**src/design/soc_pkg.sv**
```systemverilog
`default_nettype none

package soc_pkg;

  typedef struct packed {
    logic        valid;
    logic        instr;  // Set for an instruction fetch.
    logic [31:0] addr;
    logic [31:0] wdata;
    logic [3:0]  wstrb;  // All zero means a read.
  } mem_req_t;

  typedef struct packed {
    logic        ready;
    logic        error;
    logic [31:0] rdata;
  } mem_rsp_t;

  // Each region top is exclusive.
  localparam logic [31:0] rom_base_addr   = 32'h0000_0000;
  localparam logic [31:0] rom_top_addr    = 32'h0000_0040;
  localparam logic [31:0] timer_base_addr = 32'h0200_0000;
  localparam logic [31:0] timer_top_addr  = 32'h0200_0020;
  localparam logic [31:0] ram_base_addr   = 32'h8000_0000;
  localparam logic [31:0] ram_top_addr    = 32'h8000_0400;

  localparam int rom_words = 16;
  localparam int ram_words = 256;

  // Boot code loads the entry point from word 8 and jumps to the data RAM.
  localparam logic [31:0] rom_image [rom_words] = '{
    32'h0000_0297,  // auipc t0, 0
    32'h0202_8593,  // addi a1, t0, 32
    32'hf140_2573,  // csrr a0, mhartid
    32'h0202_a283,  // lw t0, 32(t0)
    32'h0002_8067,  // jr t0
    32'h0000_0013,
    32'h0000_0013,
    32'h0000_0013,
    32'h8000_0000,  // Entry point.
    32'h0000_0000,
    32'hdead_beef,
    32'h1234_5678,
    32'h0000_0013,
    32'h0000_0013,
    32'h0000_006f,  // Spin here if the jump returns.
    32'hcafe_f00d
  };

  localparam logic [31:0] timer_msip_offset    = 32'h0000_0000;
  localparam logic [31:0] timer_cmp_lo_offset  = 32'h0000_0004;
  localparam logic [31:0] timer_cmp_hi_offset  = 32'h0000_0008;
  localparam logic [31:0] timer_time_lo_offset = 32'h0000_0010;
  localparam logic [31:0] timer_time_hi_offset = 32'h0000_0014;

endpackage

`default_nettype wire
```
**src/design/boot_rom.sv**
```systemverilog
`default_nettype none

module boot_rom (
  input  logic              clock,
  input  logic              reset,
  input  soc_pkg::mem_req_t req,
  output soc_pkg::mem_rsp_t rsp
);

  logic                                 ready_q;
  logic [31:0]                          rdata_q;
  logic [$clog2(soc_pkg::rom_words)-1:0] word_index;

  assign word_index = req.addr[$clog2(soc_pkg::rom_words)+1:2];

  always_ff @(posedge clock) begin
    if (reset) begin
      ready_q <= 1'b0;
    end else begin
      ready_q <= req.valid;  // Writes are dropped but still acknowledged.
    end
  end

  always_ff @(posedge clock) begin
    if (req.valid) begin
      if (req.wstrb == 4'b0000) begin
        rdata_q <= soc_pkg::rom_image[word_index];
      end else begin
        rdata_q <= '0;
      end
    end
  end

  always_comb begin
    rsp.ready = ready_q;
    rsp.error = 1'b0;
    rsp.rdata = ready_q ? rdata_q : '0;
  end

endmodule

`default_nettype wire

```
**config.mk**
```make
export PLATFORM = sky130hd
export DESIGN_NAME = boot_rom
export DESIGN_NICKNAME = d
export VERILOG_FILES = /design/src/design/soc_pkg.sv /design/src/design/boot_rom.sv
export SDC_FILE = /design/constraint.sdc
export NUM_CORES = 1
export LEC_CHECK = 0
export BUFFER_PORTS_ARGS = -buffer_cell sky130_fd_sc_hd__buf_4
export CORE_ASPECT_RATIO = 0.75
export CORE_UTILIZATION = 39
export CTS_CLUSTER_DIAMETER = 40
export CTS_CLUSTER_SIZE = 14
export DETAILED_ROUTE_END_ITERATION = 12
export PLACE_DENSITY = 0.78
export SLEW_MARGIN = 10
export SYNTH_ARGS = -nofsm -noshare
export SYNTH_HDL_FRONTEND = slang
export SYNTH_SLANG_ARGS = --single-unit
```
**constraint.sdc**
```tcl
create_clock -name clock -period 1.8 [get_ports clock]
set_input_delay 0.36 -clock clock [delete_from_list [all_inputs] [get_ports clock]]
set_output_delay 0.36 -clock clock [all_outputs]
set_load 0.02 [all_outputs]
```
Yosys cells after proc, flatten, opt, wreduce, memory -nomap -nowiden
Memory sizes are Yosys's and may differ from the RTL's. A register that Yosys moved wholly into a read port is not among the register bits.
Cells that the tools add are included.
Storage, ports and cells
  input bits: 72
  logic and storage cells: 6
  ROM bits: 512
  bits in registers: 1
  output and inout port bits: 34
  memories kept: 1
Operators by class
  bitwise operators: 1
  reductions and logical operators: 2
  muxes and demuxes: 1
Memories
  (no name shown): depth 16, bits a word 32, read ports 1, clocked after memory_dff 1, wr ports 0, RTL line boot_rom.sv:27  | rdata_q <= soc_pkg::rom_image[word_index];
Operator list (count)
  $mux W32: 1
  $not A4 Y5: 1
  $logic_not A4 Y1: 1
  $logic_not A1 Y1: 1

Longest topological paths before layout
Gate-level depths: netlist of the first run.
  depth after elaboration: 2
  depth in mapped cells: 5
  depth with buffers taken out: 5

Worst setup path before layout of the first run
No wires, ideal clock.
  path kind: input-to-reg
  start point: input port req[3] in the netlist's numbering
  end point: register rdata_q[10] (data pin)
  data arrival time: 1.435 ns
  path slack: 0.219 ns
  required time: 1.654 ns
  library setup time: 0.146 ns
  cell stages on the path: 5
  buffers on the path: 2
  cell sequence: or4_4 buf_6 or2_1 buf_6 a21oi_1
Between the ends
  word-level cells in the longest chain between the ends: 2
RTL lines
  start: declaration: RTL line boot_rom.sv:6  | input soc_pkg::mem_req_t req,
  $logic_not A4 Y1: RTL line boot_rom.sv:26  | if (req.wstrb == 4'b0000) begin
  $logic_not A1 Y1 (no source line)
  end: declaration: RTL line boot_rom.sv:11  | logic [31:0] rdata_q;
Every way passes these cells.
A chain may end at the register's enable or synchronous reset.

==> impl_results.html, run 1 <==
<table>
<tr><th>Metric</th><th>Value</th></tr>
<tr><th colspan="2">Status</th></tr>
<tr><td>Outcome</td><td>complete, no violations</td></tr>
<tr><th colspan="2">Critical path</th></tr>
<tr><td>Start-to-end type of the worst setup path</td><td>flip-flop to output port</td></tr>
<tr><td>Cell type of the slowest stage on the worst timing path</td><td>sky130_fd_sc_hd__dfxtp_1</td></tr>
<tr><td>Critical path data arrival time</td><td>1.24 ns</td></tr>
<tr><td>Worst EP required</td><td>1.44 ns</td></tr>
<tr><td>Endpoint type of the worst setup path</td><td>output port</td></tr>
<tr><td>Startpoint type of the worst setup path</td><td>flip-flop</td></tr>
<tr><td>Top delay family on crit path</td><td>flip-flops</td></tr>
<tr><td>Largest fanout on the critical path</td><td>17</td></tr>
<tr><td>Series of cell instances along the critical path</td><td>buf_4 &gt; and2_1 &gt; buf_4</td></tr>
<tr><td>Buf+Inv Stages, Crit Path</td><td>2</td></tr>
<tr><td>Biggest cell delay along the critical path</td><td>0.42 ns</td></tr>
<tr><td>Library cell appearing most often on the critical path</td><td>sky130_fd_sc_hd__buf_4</td></tr>
<tr><th colspan="2">Global route</th></tr>
<tr><td>Antenna violations before repair</td><td>0</td></tr>
<tr><td>Vias in the first global route</td><td>925</td></tr>
<tr><td>Overflow left after global routing</td><td>0</td></tr>
<tr><td>Gr usage total</td><td>14.3%</td></tr>
<tr><td>Wire length of the first global-routing pass</td><td>4060 um</td></tr>
<tr><td>Maximum number of pins on one net before global-route repair</td><td>25</td></tr>
<tr><th colspan="2">Drt</th></tr>
<tr><td>Average detailed-routed wire length per instance</td><td>12.3 um</td></tr>
<tr><td>Sum of routed wire segments on met1</td><td>1110 um</td></tr>
<tr><td>Residual DRC count</td><td>0</td></tr>
<tr><td>WL final</td><td>2470 um</td></tr>
<tr><td>Number of optimization iterations in the first detailed-route pass</td><td>4</td></tr>
<tr><td>Vias</td><td>987</td></tr>
<tr><td>Sum of met2 wire segment lengths after detailed routing</td><td>1180 um</td></tr>
<tr><td>Drt initial violations</td><td>25</td></tr>
<tr><td>Remaining number of nets flagged by the antenna check after routing</td><td>0</td></tr>
<tr><td>Top sig layer</td><td>met4</td></tr>
<tr><td>Mean number of vias per cell</td><td>4.91</td></tr>
<tr><td>Detail Route met3 WL</td><td>153 um</td></tr>
<tr><th colspan="2">Timing</th></tr>
<tr><td>Max-slew violation total from the final report</td><td>0</td></tr>
<tr><td>RSZ-0062 raised after global routing</td><td>false</td></tr>
<tr><td>Tmin final</td><td>1.60 ns</td></tr>
<tr><td>Aggregate negative setup slack</td><td>0 ns</td></tr>
<tr><td>Final cycle utilization of the critical path</td><td>89.1%</td></tr>
<tr><td>Setup violations, final</td><td>0</td></tr>
<tr><td>Final number of hold-violating endpoints</td><td>0</td></tr>
<tr><td>Fmax</td><td>0.624 GHz</td></tr>
<tr><th colspan="2">Finish</th></tr>
<tr><td>Post-Layout Cell Count</td><td>201</td></tr>
<tr><td>Final antenna diode count</td><td>0</td></tr>
<tr><td>Fraction of layout instances using a drive strength above 1</td><td>32.3%</td></tr>
<tr><td>Most frequent standard cell in the layout excluding fill and tap cells</td><td>sky130_fd_sc_hd__buf_4</td></tr>
<tr><td>P&amp;R area growth vs syn</td><td>22.3%</td></tr>
<tr><td>Final design area excluding fillers</td><td>1680 um2</td></tr>
<tr><td>Commonest non-fill, non-tap cells in the layout</td><td>sky130_fd_sc_hd__buf_4, sky130_fd_sc_hd__and2_1, sky130_fd_sc_hd__edfxtp_1</td></tr>
<tr><td>Post-layout nets</td><td>239</td></tr>
<tr><th colspan="2">Logic synthesis</th></tr>
<tr><td>Sequential share of the synthesized area</td><td>51.9%</td></tr>
<tr><td>Post-Synthesis Cells</td><td>131</td></tr>
<tr><td>Synth async-reset ratio</td><td>0%</td></tr>
<tr><td>Number of register bits inferred by synthesis</td><td>24</td></tr>
<tr><td>Post-synth EDFFs</td><td>23</td></tr>
<tr><td>Number of distinct library cell variants in the gate-level netlist after synthesis</td><td>27</td></tr>
<tr><td>Post-synthesis instance area</td><td>1370 um2</td></tr>
<tr><td>Yosys warning count</td><td>0</td></tr>
<tr><td>Main synth FF type</td><td>sky130_fd_sc_hd__edfxtp_1</td></tr>
<tr><td>Synthesized area per cell</td><td>10.5 um2</td></tr>
<tr><td>Post-synthesis net count</td><td>208</td></tr>
<tr><th colspan="2">Floorplan</th></tr>
<tr><td>Die Y-Extent</td><td>53.3 um</td></tr>
<tr><td>Rows</td><td>18</td></tr>
<tr><td>Floorplan die width</td><td>70.4 um</td></tr>
<tr><td>Number of top-level design ports</td><td>106</td></tr>
<tr><td>Std-Cell Core Area</td><td>3310 um2</td></tr>
<tr><td>Die area</td><td>3760 um2</td></tr>
<tr><td>Effective utilization at floorplan</td><td>41.4%</td></tr>
<tr><th colspan="2">Placed design</th></tr>
<tr><td>Placement Cell Area</td><td>1630 um2</td></tr>
<tr><td>Global placement routability congestion</td><td>0.879</td></tr>
<tr><td># port buffers</td><td>43</td></tr>
<tr><td>HPWL Detailed</td><td>1870 um</td></tr>
<tr><td>Dpl cells</td><td>197</td></tr>
<tr><th colspan="2">Min path</th></tr>
<tr><td>Min-Delay Path Class</td><td>input port to flip-flop</td></tr>
<tr><th colspan="2">Power and ir drop</th></tr>
<tr><td>Static Leakage</td><td>0.697 nW</td></tr>
<tr><td>Cell area power density</td><td>691 nW/um2</td></tr>
<tr><td>Largest voltage drop on the vdd net</td><td>0.307 mV</td></tr>
<tr><th colspan="2">Clock network</th></tr>
<tr><td>CTS tree</td><td>built</td></tr>
<tr><td>Post-CTS Setup Inserts</td><td>0</td></tr>
<tr><td>TritonCTS Sinks</td><td>24</td></tr>
<tr><td>Post-CTS Resized</td><td>0</td></tr>
<tr><td>Clock root buffer</td><td>sky130_fd_sc_hd__clkbuf_8</td></tr>
<tr><td>Total clock buffers created by CTS</td><td>3</td></tr>
<tr><td>H-tree level count</td><td>1</td></tr>
<tr><td>Hold bufs inserted after CTS</td><td>0</td></tr>
<tr><td>Clock-pin slew of the registers on the worst-case setup and hold paths</td><td>0.07 ns</td></tr>
<tr><td>Clock tree buffer depth</td><td>2</td></tr>
<tr><th colspan="2">Job</th></tr>
<tr><td>Reported max-cap violation count</td><td>0</td></tr>
</table>
sequential cells by signal, summed over array words and instances, names as in the netlist:
name     count
ready_q      1
rdata_q     23
where the power goes:
| group | leakage (nW) | total (W) | switching (W) | internal [W] |
|---|---|---|---|---|
| clock network | 0.0231 | 0.000305 | 0.000153 | 0.000152 |
| registers | 0.227 | 0.000649 | 0.00000743 | 0.000641 |
| logic | 0.447 | 0.000204 | 0.000120 | 0.0000847 |
kinds of logic after synthesis:
family          synth area share (%)
other cells                    0.274
compound gates                  8.86
simple gates                    21.6
fa+ha+maj                       4.57
flops                           51.9
buf+inv                         10.4
mux                             2.37
stage by stage:
stage	util (%)	worst slack (ns)	total power [W]	hold WS, ns
2_1_floorplan	-	0.219	0.000787	0.432
3_3_place_gp	49.2	0.145	0.000859	0.526
3_5_place_dp	49.2	0.114	0.000866	0.530
4_1_cts	50.6	0.169	0.00117	0.254
5_1_grt	50.6	0.0855	0.00121	0.248
6_report	50.6	0.197	0.00116	0.256
synth_stat cells (2+ instances only):
cell type | number | area share [%]
sky130_fd_sc_hd__a211oi_1 | 2 | 1.1
sky130_fd_sc_hd__o21ai_0 | 5 | 1.8
sky130_fd_sc_hd__ha_1 | 5 | 4.6
sky130_fd_sc_hd__nand2_1 | 9 | 2.5
sky130_fd_sc_hd__and2_1 | 24 | 11
sky130_fd_sc_hd__nor3_1 | 2 | 0.73
sky130_fd_sc_hd__clkbuf_1 | 6 | 1.6
sky130_fd_sc_hd__buf_6 | 2 | 1.6
sky130_fd_sc_hd__nor2b_1 | 3 | 1.4
sky130_fd_sc_hd__inv_1 | 4 | 1.1
sky130_fd_sc_hd__nor2_1 | 11 | 3.0
sky130_fd_sc_hd__edfxtp_1 | 23 | 50
sky130_fd_sc_hd__buf_4 | 11 | 6.0
sky130_fd_sc_hd__nand2b_1 | 2 | 0.91
sky130_fd_sc_hd__a21oi_1 | 10 | 3.7
per-layer routing:
layer	global-route usage (%)	vias up
li1	-	488
met1	16.5	459
met2	26.2	36
met3	3.24	4
met4	5.67	0
met5	0	-
worst paths after layout:
check | from | end | slack (ns) | cells past startpoint
max | ready_q$_SDFF_PP0_ | rsp[16] | 0.20 | 3
min | reset | ready_q$_SDFF_PP0_ | 0.26 | 2
area by class of cell:
| type | count | area, um2 |
|---|---|---|
| Inverter | 4 | 15.0 |
| Timing Repair Buffer | 45 | 338 |
| Multi-Input combinational cell | 84 | 517 |
| Tap cell | 40 | 50.0 |
| Sequential cell | 24 | 711 |
| Fill cell | 308 | 1640 |
| Clock buffer | 3 | 41.3 |
| Clock inverter | 1 | 3.75 |
No activity file was read; power rests on OpenSTA's default activity.
==> run 2, diff against run 1 <==
==> constraint.sdc (replaced) <==
create_clock -name clock -period 1.8 [get_ports clock]
set_input_delay 0.09 -clock clock [delete_from_list [all_inputs] [get_ports clock]]
set_output_delay 0.09 -clock clock [all_outputs]
set_load 0.02 [all_outputs]
==> run 2 against run 1 <==
Power up 14%. Clock power grew 52%. Core utilization is 0.64 points higher. Worst hold slack got worse by 0.024 ns. Design area rose by 1.3%. Die area unchanged. Non-clock buffer count down 1. First-iteration DRC count fell by 4.0%. Critical path depth decreased by 1. Sequential cell count unchanged.
==> impl_results.html, run 2 (synthesis gave the netlist of run 1 again) <==
<table>
<tr><th>Metric</th><th>Value</th></tr>
<tr><th colspan="2">Status</th></tr>
<tr><td>Outcome</td><td>complete, no violations</td></tr>
<tr><th colspan="2">Global route</th></tr>
<tr><td>Maximum number of pins on one net before global-route repair</td><td>25</td></tr>
<tr><td>Antenna violations before repair</td><td>0</td></tr>
<tr><td>Vias in the first global route</td><td>892</td></tr>
<tr><td>Gr usage total</td><td>14.4%</td></tr>
<tr><td>Overflow left after global routing</td><td>0</td></tr>
<tr><td>Wire length of the first global-routing pass</td><td>4040 um</td></tr>
<tr><th colspan="2">Clock network</th></tr>
<tr><td>Clock tree buffer depth</td><td>2</td></tr>
<tr><td>Total clock buffers created by CTS</td><td>3</td></tr>
<tr><td>Post-CTS Resized</td><td>0</td></tr>
<tr><td>Clock root buffer</td><td>sky130_fd_sc_hd__clkbuf_8</td></tr>
<tr><td>Clock-pin slew of the registers on the worst-case setup and hold paths</td><td>0.08 ns</td></tr>
<tr><td>Post-CTS Setup Inserts</td><td>0</td></tr>
<tr><td>CTS tree</td><td>built</td></tr>
<tr><td>TritonCTS Sinks</td><td>24</td></tr>
<tr><td>Hold bufs inserted after CTS</td><td>1</td></tr>
<tr><td>H-tree level count</td><td>1</td></tr>
<tr><th colspan="2">Timing</th></tr>
<tr><td>Tightest slew margin relative to the limit</td><td>62.8%</td></tr>
<tr><td>Max-slew violation total from the final report</td><td>0</td></tr>
<tr><td>Final number of hold-violating endpoints</td><td>0</td></tr>
<tr><td>Fmax</td><td>0.688 GHz</td></tr>
<tr><td>Tmin final</td><td>1.45 ns</td></tr>
<tr><td>Slew at the pin closest to its max-slew limit</td><td>0.557 ns</td></tr>
<tr><td>RSZ-0062 raised after global routing</td><td>false</td></tr>
<tr><td>Final cycle utilization of the critical path</td><td>80.8%</td></tr>
<tr><td>Setup violations, final</td><td>0</td></tr>
<tr><td>Aggregate negative setup slack</td><td>0 ns</td></tr>
<tr><th colspan="2">Power and ir drop</th></tr>
<tr><td>Sequential power share</td><td>49.6%</td></tr>
<tr><td>Fraction of power consumed by the clock network</td><td>35.3%</td></tr>
<tr><td>Design Power</td><td>0.00131 W</td></tr>
<tr><td>Static Leakage</td><td>0.705 nW</td></tr>
<tr><td>Largest voltage drop on the vdd net</td><td>0.366 mV</td></tr>
<tr><td>Cell-internal power</td><td>0.00102 W</td></tr>
<tr><td>Switching power of the nets</td><td>0.000293 W</td></tr>
<tr><td>Net switching share of the total power</td><td>22.3%</td></tr>
<tr><td>Cell area power density</td><td>775 nW/um2</td></tr>
<tr><td>Relative contribution of combinational cells to total power</td><td>15.1%</td></tr>
<tr><th colspan="2">Drt</th></tr>
<tr><td>Drt initial violations</td><td>24</td></tr>
<tr><td>Residual DRC count</td><td>0</td></tr>
<tr><td>Vias</td><td>978</td></tr>
<tr><td>Mean number of vias per cell</td><td>4.89</td></tr>
<tr><td>Number of optimization iterations in the first detailed-route pass</td><td>4</td></tr>
<tr><td>Remaining number of nets flagged by the antenna check after routing</td><td>0</td></tr>
<tr><td>Average detailed-routed wire length per instance</td><td>12.4 um</td></tr>
<tr><td>WL final</td><td>2480 um</td></tr>
<tr><th colspan="2">Critical path</th></tr>
<tr><td>Endpoint type of the worst setup path</td><td>output port</td></tr>
<tr><td>Worst EP required</td><td>1.71 ns</td></tr>
<tr><td>Startpoint type of the worst setup path</td><td>flip-flop</td></tr>
<tr><td>Start-to-end type of the worst setup path</td><td>flip-flop to output port</td></tr>
<tr><td>Largest fanout on the critical path</td><td>24</td></tr>
<tr><td>Critical path data arrival time</td><td>1.36 ns</td></tr>
<tr><th colspan="2">Min path</th></tr>
<tr><td>Hold Path Sink</td><td>rdata_q[13]$_SDFFCE_PP0P_</td></tr>
<tr><td>Hold Path Depth</td><td>1</td></tr>
<tr><td>Worst Min Path Start</td><td>req[69]</td></tr>
<tr><td>Min-Delay Path Class</td><td>input port to flip-flop</td></tr>
<tr><th colspan="2">Floorplan</th></tr>
<tr><td>Effective utilization at floorplan</td><td>41.4%</td></tr>
<tr><td>Die area</td><td>3760 um2</td></tr>
<tr><td>Number of top-level design ports</td><td>106</td></tr>
<tr><td>Rows</td><td>18</td></tr>
<tr><td>Std-Cell Core Area</td><td>3310 um2</td></tr>
<tr><td>Die Y-Extent</td><td>53.3 um</td></tr>
<tr><td>Floorplan die width</td><td>70.4 um</td></tr>
<tr><th colspan="2">Finish</th></tr>
<tr><td>Final cell utilization of the core</td><td>51.2%</td></tr>
<tr><td>Post-layout nets</td><td>238</td></tr>
<tr><td>Post-Layout Cell Count</td><td>200</td></tr>
<tr><td>Commonest non-fill, non-tap cells in the layout</td><td>sky130_fd_sc_hd__buf_4, sky130_fd_sc_hd__and2_1, sky130_fd_sc_hd__edfxtp_1</td></tr>
<tr><td>Fraction of layout instances using a drive strength above 1</td><td>31.9%</td></tr>
<tr><td>Largest reg by FF count</td><td>rdata_q</td></tr>
<tr><td>Most frequent standard cell in the layout excluding fill and tap cells</td><td>sky130_fd_sc_hd__buf_4</td></tr>
<tr><td>P&amp;R area growth vs syn</td><td>23.8%</td></tr>
<tr><td>Number of flip-flops in the largest register</td><td>23</td></tr>
<tr><td>Largest registers</td><td>rdata_q x23, ready_q x1</td></tr>
<tr><td>Final antenna diode count</td><td>0</td></tr>
<tr><td>Final design area excluding fillers</td><td>1700 um2</td></tr>
<tr><th colspan="2">Placed design</th></tr>
<tr><td>HPWL Detailed</td><td>1810 um</td></tr>
<tr><td>Placement Cell Area</td><td>1620 um2</td></tr>
<tr><td>Dpl cells</td><td>195</td></tr>
<tr><td>Global placement routability congestion</td><td>0.868</td></tr>
<tr><td># port buffers</td><td>43</td></tr>
<tr><th colspan="2">Job</th></tr>
<tr><td>Reported max-cap violation count</td><td>0</td></tr>
</table>
## run 2: worst max path at each step
stage	from	endpoint	slack, ns	cells after the start
after floorplan	req[3]	rdata_q[10]$_SDFFCE_PP0P_	0.49	5
after global placement	req[3]	rdata_q[10]$_SDFFCE_PP0P_	0.33	4
after detailed placement	req[3]	rdata_q[28]$_SDFFCE_PP0P_	0.32	4
after CTS	ready_q$_SDFF_PP0_	rsp[11]	0.32	2
after global routing	ready_q$_SDFF_PP0_	rsp[16]	0.20	2
final	ready_q$_SDFF_PP0_	rsp[11]	0.35	2
## run 2: worst max-delay path: stages (launching register included)
cell and delay (ns):
sky130_fd_sc_hd__dfxtp_1 0.68, sky130_fd_sc_hd__and2_1 0.26, sky130_fd_sc_hd__buf_4 0.16
## run 2: power groups by stage
stage               Sequential, W  Clock (W)  Combinational [W]
global route             0.000657   0.000490           0.000216
finish                   0.000652   0.000464           0.000199
CTS                      0.000653   0.000464           0.000200
detailed placement       0.000666          0           0.000197
floorplan                0.000659          0           0.000128
global placement         0.000664          0           0.000192
## run 2: through the flow
step,hold WS (ns),worst slack (ns)
4_1_cts,0.234,0.315
3_5_place_dp,0.255,0.319
5_1_grt,0.238,0.198
6_report,0.231,0.346
2_1_floorplan,0.162,0.489
3_3_place_gp,0.252,0.335
## run 2: metal layers
| layer | GRT usage, % | wire, um | vias up |
|---|---|---|---|
| met5 | 0 | 0 | - |
| met4 | 8.33 | 29 | 0 |
| met3 | 1.90 | 136 | 4 |
| met2 | 25.1 | 1230 | 37 |
| met1 | 17.4 | 1080 | 448 |
| li1 | - | - | 489 |
## run 2: cell type report
| cell class | count | area [um2] |
|---|---|---|
| Clock buffer | 3 | 41.3 |
| Clock inverter | 1 | 30.0 |
| Fill cell | 316 | 1610 |
| Inverter | 4 | 15.0 |
| Multi-Input combinational cell | 84 | 517 |
| Sequential cell | 24 | 711 |
| Tap cell | 40 | 50.0 |
| Timing Repair Buffer | 44 | 333 |
==> run 3, diff against run 2 <==
--- a/config.mk
+++ b/config.mk
@@ -5,13 +5,14 @@
 export SDC_FILE = /design/constraint.sdc
 export NUM_CORES = 1
 export LEC_CHECK = 0
+export ABC_AREA = 1
 export BUFFER_PORTS_ARGS = -buffer_cell sky130_fd_sc_hd__buf_4
 export CORE_ASPECT_RATIO = 0.75
-export CORE_UTILIZATION = 39
+export CORE_UTILIZATION = 36
 export CTS_CLUSTER_DIAMETER = 40
 export CTS_CLUSTER_SIZE = 14
 export DETAILED_ROUTE_END_ITERATION = 12
-export PLACE_DENSITY = 0.78
+export PLACE_DENSITY = 0.74
 export SLEW_MARGIN = 10
 export SYNTH_ARGS = -nofsm -noshare
 export SYNTH_HDL_FRONTEND = slang
==> constraint.sdc (replaced) <==
create_clock -name clock -period 1.3 [get_ports clock]
set_input_delay 0.065 -clock clock [delete_from_list [all_inputs] [get_ports clock]]
set_output_delay 0.065 -clock clock [all_outputs]
set_load 0.02 [all_outputs]
==> run 3 against run 2 <==
Clock-buffer cell count stayed put. Setup slack lost 0.21 ns. Global-route usage decreased by 1.2 points. Final cell count is 33% higher. Area after synthesis increased by 5.8%. Synthesized cell count rose by 36%. Wire length rose by 2.4%. Power rose by 39%. Non-clock buffer count rose by 2. Largest cell class unchanged. Largest power group unchanged.
==> impl_results.html, run 3 <==
<table>
<tr><th>Metric</th><th>Value</th></tr>
<tr><th colspan="2">Floorplan</th></tr>
<tr><td>Number of top-level design ports</td><td>106</td></tr>
<tr><td>Die area</td><td>4290 um2</td></tr>
<tr><td>Rows</td><td>19</td></tr>
<tr><td>Floorplan die width</td><td>75.3 um</td></tr>
<tr><td>Std-Cell Core Area</td><td>3760 um2</td></tr>
<tr><td>Effective utilization at floorplan</td><td>38.6%</td></tr>
<tr><td>Die Y-Extent</td><td>56.9 um</td></tr>
<tr><th colspan="2">Power and ir drop</th></tr>
<tr><td>Cell area power density</td><td>1000 nW/um2</td></tr>
<tr><td>Largest voltage drop on the vdd net</td><td>0.687 mV</td></tr>
<tr><td>Static Leakage</td><td>1.11 nW</td></tr>
<tr><th colspan="2">Logic synthesis</th></tr>
<tr><td>Post-synth EDFFs</td><td>23</td></tr>
<tr><td>Synthesized area per cell</td><td>8.14 um2</td></tr>
<tr><td>Sequential share of the synthesized area</td><td>49.1%</td></tr>
<tr><td>Top cells by area in the synthesized netlist</td><td>sky130_fd_sc_hd__edfxtp_1, sky130_fd_sc_hd__nand2_1, sky130_fd_sc_hd__inv_1, sky130_fd_sc_hd__buf_4, sky130_fd_sc_hd__ha_1</td></tr>
<tr><td>Post-Synthesis Cells</td><td>178</td></tr>
<tr><td>Top cells by count, synth</td><td>sky130_fd_sc_hd__nand2_1, sky130_fd_sc_hd__inv_1, sky130_fd_sc_hd__edfxtp_1</td></tr>
<tr><td>Main synth FF type</td><td>sky130_fd_sc_hd__edfxtp_1</td></tr>
<tr><td>Number of register bits inferred by synthesis</td><td>24</td></tr>
<tr><td>Library cell with the highest instance count after synthesis</td><td>sky130_fd_sc_hd__nand2_1</td></tr>
<tr><td>Portion of synthesized cell area occupied by the leading cell type</td><td>47.7%</td></tr>
<tr><td>Number of distinct library cell variants in the gate-level netlist after synthesis</td><td>18</td></tr>
<tr><td>Yosys top cell by area</td><td>sky130_fd_sc_hd__edfxtp_1</td></tr>
<tr><td>Yosys warning count</td><td>0</td></tr>
<tr><td>Post-synthesis net count</td><td>255</td></tr>
<tr><td>Post-synthesis instance area</td><td>1450 um2</td></tr>
<tr><td>Synth async-reset ratio</td><td>0%</td></tr>
<tr><th colspan="2">Finish</th></tr>
<tr><td>Final antenna diode count</td><td>0</td></tr>
<tr><td>Largest registers</td><td>rdata_q x23, ready_q x1</td></tr>
<tr><td>Final design area excluding fillers</td><td>1830 um2</td></tr>
<tr><td>Number of flip-flops in the largest register</td><td>23</td></tr>
<tr><td>Fraction of layout instances using a drive strength above 1</td><td>26.8%</td></tr>
<tr><td>Post-layout nets</td><td>291</td></tr>
<tr><td>P&amp;R area growth vs syn</td><td>26.0%</td></tr>
<tr><td>Most frequent standard cell in the layout excluding fill and tap cells</td><td>sky130_fd_sc_hd__nand2_1</td></tr>
<tr><td>Largest reg by FF count</td><td>rdata_q</td></tr>
<tr><td>Commonest non-fill, non-tap cells in the layout</td><td>sky130_fd_sc_hd__nand2_1, sky130_fd_sc_hd__buf_4, sky130_fd_sc_hd__inv_1</td></tr>
<tr><th colspan="2">Drt</th></tr>
<tr><td>WL final</td><td>2540 um</td></tr>
<tr><td>Mean number of vias per cell</td><td>4.18</td></tr>
<tr><td>Drt initial violations</td><td>91</td></tr>
<tr><td>Average detailed-routed wire length per instance</td><td>9.57 um</td></tr>
<tr><td>Vias</td><td>1108</td></tr>
<tr><td>Remaining number of nets flagged by the antenna check after routing</td><td>0</td></tr>
<tr><td>Number of optimization iterations in the first detailed-route pass</td><td>4</td></tr>
<tr><td>Residual DRC count</td><td>0</td></tr>
<tr><th colspan="2">Placed design</th></tr>
<tr><td>Placement Cell Area</td><td>1740 um2</td></tr>
<tr><td># port buffers</td><td>43</td></tr>
<tr><td>Global placement routability congestion</td><td>0.936</td></tr>
<tr><td>HPWL Detailed</td><td>1960 um</td></tr>
<tr><th colspan="2">Clock network</th></tr>
<tr><td>Clock tree buffer depth</td><td>2</td></tr>
<tr><td>CTS tree</td><td>built</td></tr>
<tr><td>Clock-pin slew of the registers on the worst-case setup and hold paths</td><td>0.08 ns</td></tr>
<tr><td>Total clock buffers created by CTS</td><td>3</td></tr>
<tr><td>H-tree level count</td><td>1</td></tr>
<tr><td>Post-CTS Setup Inserts</td><td>0</td></tr>
<tr><td>Clock root buffer</td><td>sky130_fd_sc_hd__clkbuf_8</td></tr>
<tr><td>Post-CTS Resized</td><td>0</td></tr>
<tr><td>TritonCTS Sinks</td><td>24</td></tr>
<tr><th colspan="2">Min path</th></tr>
<tr><td>Min-Delay Path Class</td><td>input port to flip-flop</td></tr>
<tr><th colspan="2">Global route</th></tr>
<tr><td>Gr usage total</td><td>13.2%</td></tr>
<tr><td>Antenna violations before repair</td><td>0</td></tr>
<tr><td>Maximum number of pins on one net before global-route repair</td><td>25</td></tr>
<tr><td>Wire length of the first global-routing pass</td><td>4320 um</td></tr>
<tr><td>Vias in the first global route</td><td>1006</td></tr>
<tr><td>Overflow left after global routing</td><td>0</td></tr>
<tr><th colspan="2">Critical path</th></tr>
<tr><td>Series of cell instances along the critical path</td><td>buf_4 &gt; nand2_1 &gt; inv_1 &gt; buf_4</td></tr>
<tr><td>Top delay family on crit path</td><td>buffers and inverters</td></tr>
<tr><td>Buf+Inv Stages, Crit Path</td><td>3</td></tr>
<tr><td>Start-to-end type of the worst setup path</td><td>flip-flop to output port</td></tr>
<tr><td>Cell type of the slowest stage on the worst timing path</td><td>sky130_fd_sc_hd__dfxtp_1</td></tr>
<tr><td>CP Capture Point</td><td>rsp[16]</td></tr>
<tr><td>Library cell appearing most often on the critical path</td><td>sky130_fd_sc_hd__buf_4</td></tr>
<tr><td>Logic depth of the worst path, buffers included</td><td>4</td></tr>
<tr><td>Largest fanout on the critical path</td><td>16</td></tr>
<tr><td>Critical path data arrival time</td><td>1.10 ns</td></tr>
<tr><td>Origin of the worst setup path</td><td>ready_q$_SDFF_PP0_</td></tr>
<tr><td>Startpoint type of the worst setup path</td><td>flip-flop</td></tr>
<tr><td>Biggest cell delay along the critical path</td><td>0.34 ns</td></tr>
<tr><td>Worst EP required</td><td>1.24 ns</td></tr>
<tr><td>Endpoint type of the worst setup path</td><td>output port</td></tr>
<tr><th colspan="2">Timing</th></tr>
<tr><td>Fmax</td><td>0.859 GHz</td></tr>
<tr><td>Tmin final</td><td>1.16 ns</td></tr>
<tr><td>Setup violations, final</td><td>0</td></tr>
<tr><td>Final number of hold-violating endpoints</td><td>0</td></tr>
<tr><td>RSZ-0062 raised after global routing</td><td>false</td></tr>
<tr><td>Final cycle utilization of the critical path</td><td>89.5%</td></tr>
<tr><td>Aggregate negative setup slack</td><td>0 ns</td></tr>
<tr><td>Max-slew violation total from the final report</td><td>0</td></tr>
<tr><th colspan="2">Status</th></tr>
<tr><td>Outcome</td><td>complete, no violations</td></tr>
<tr><th colspan="2">Job</th></tr>
<tr><td>Reported max-cap violation count</td><td>0</td></tr>
</table>
==> run 3: cell types whose count changed after synthesis, sizes merged, moves of 6 or more <==
cell	change
and2	-24
inv	+36
a21oi	-8
nand2	+56
clkbuf	-6
==> run 3: how the worst min path moves through the flow <==
stage | slack, ns | start | to | cells after the start
final | 0.17 | req[69] | ready_q$_SDFF_PP0_ | 3
after global routing | 0.19 | req[41] | rdata_q[8]$_SDFFCE_PN0P_ | 2
after CTS | 0.17 | req[69] | ready_q$_SDFF_PP0_ | 3
after detailed placement | 0.22 | reset | ready_q$_SDFF_PP0_ | 2
after global placement | 0.23 | reset | ready_q$_SDFF_PP0_ | 2
after floorplan | 0.14 | reset | ready_q$_SDFF_PP0_ | 1
==> run 3: layout make-up <==
class	instances	area, um2
clock buffers	3	41.3
clock inverters	1	30.0
fillers	383	1930
inverters	40	150
multi-input cells	99	480
flip-flops and latches	24	711
well taps	52	65.1
repair buffers	46	348
==> run 3: worst min-delay path: stages <==
cell,delay (ns)
sky130_fd_sc_hd__buf_4,0.21
sky130_fd_sc_hd__inv_1,0.08
sky130_fd_sc_hd__nor2_1,0.03
==> run 3: through the flow <==
stage | worst slack [ns] | total power (W) | util [%] | hold slack (ns) | cells
2_1_floorplan | 0.272 | 0.00110 | - | 0.136 | 178
3_3_place_gp | 0.136 | 0.00120 | 46.4 | 0.230 | 260
3_5_place_dp | 0.0984 | 0.00120 | 46.4 | 0.225 | 260
4_1_cts | 0.107 | 0.00186 | 48.6 | 0.170 | 265
5_1_grt | 0.0442 | 0.00192 | 48.6 | 0.192 | 265
6_report | 0.136 | 0.00183 | 48.6 | 0.171 | 265
==> run 3: cell families after synthesis <==
family / after synthesis / share of synthesized area, %
compound gates: 10 / 3.45
fa+ha+maj: 5 / 4.32
buf+inv: 55 / 17.8
flops: 24 / 49.0
other cells: 1 / 0.259
simple gates: 83 / 25.1
==> run 3: routing by layer <==
layer / vias up / wire length (um) / track usage (%)
li1: 590 / - / -
met1: 469 / 1290 / 19.2
met2: 49 / 1060 / 19.8
met3: 0 / 189 / 4.24
met4: 0 / 0 / 1.59
met5: - / 0 / 0
==> run 3: repair_timing <==
item / CTS / global route
hold buffers: 1 / 0
hold endpoints to repair: 1 / 0
setup endpoints to repair: 0 / 0
==> run 3: where the power goes <==
part / leakage, nW / internal [W] / switching (W)
registers: 0.227 / 0.000888 / 0.0000109
clock network: 0.0357 / 0.000411 / 0.000233
logic: 0.846 / 0.000109 / 0.000180
total: 1.11 / 0.00141 / 0.000424
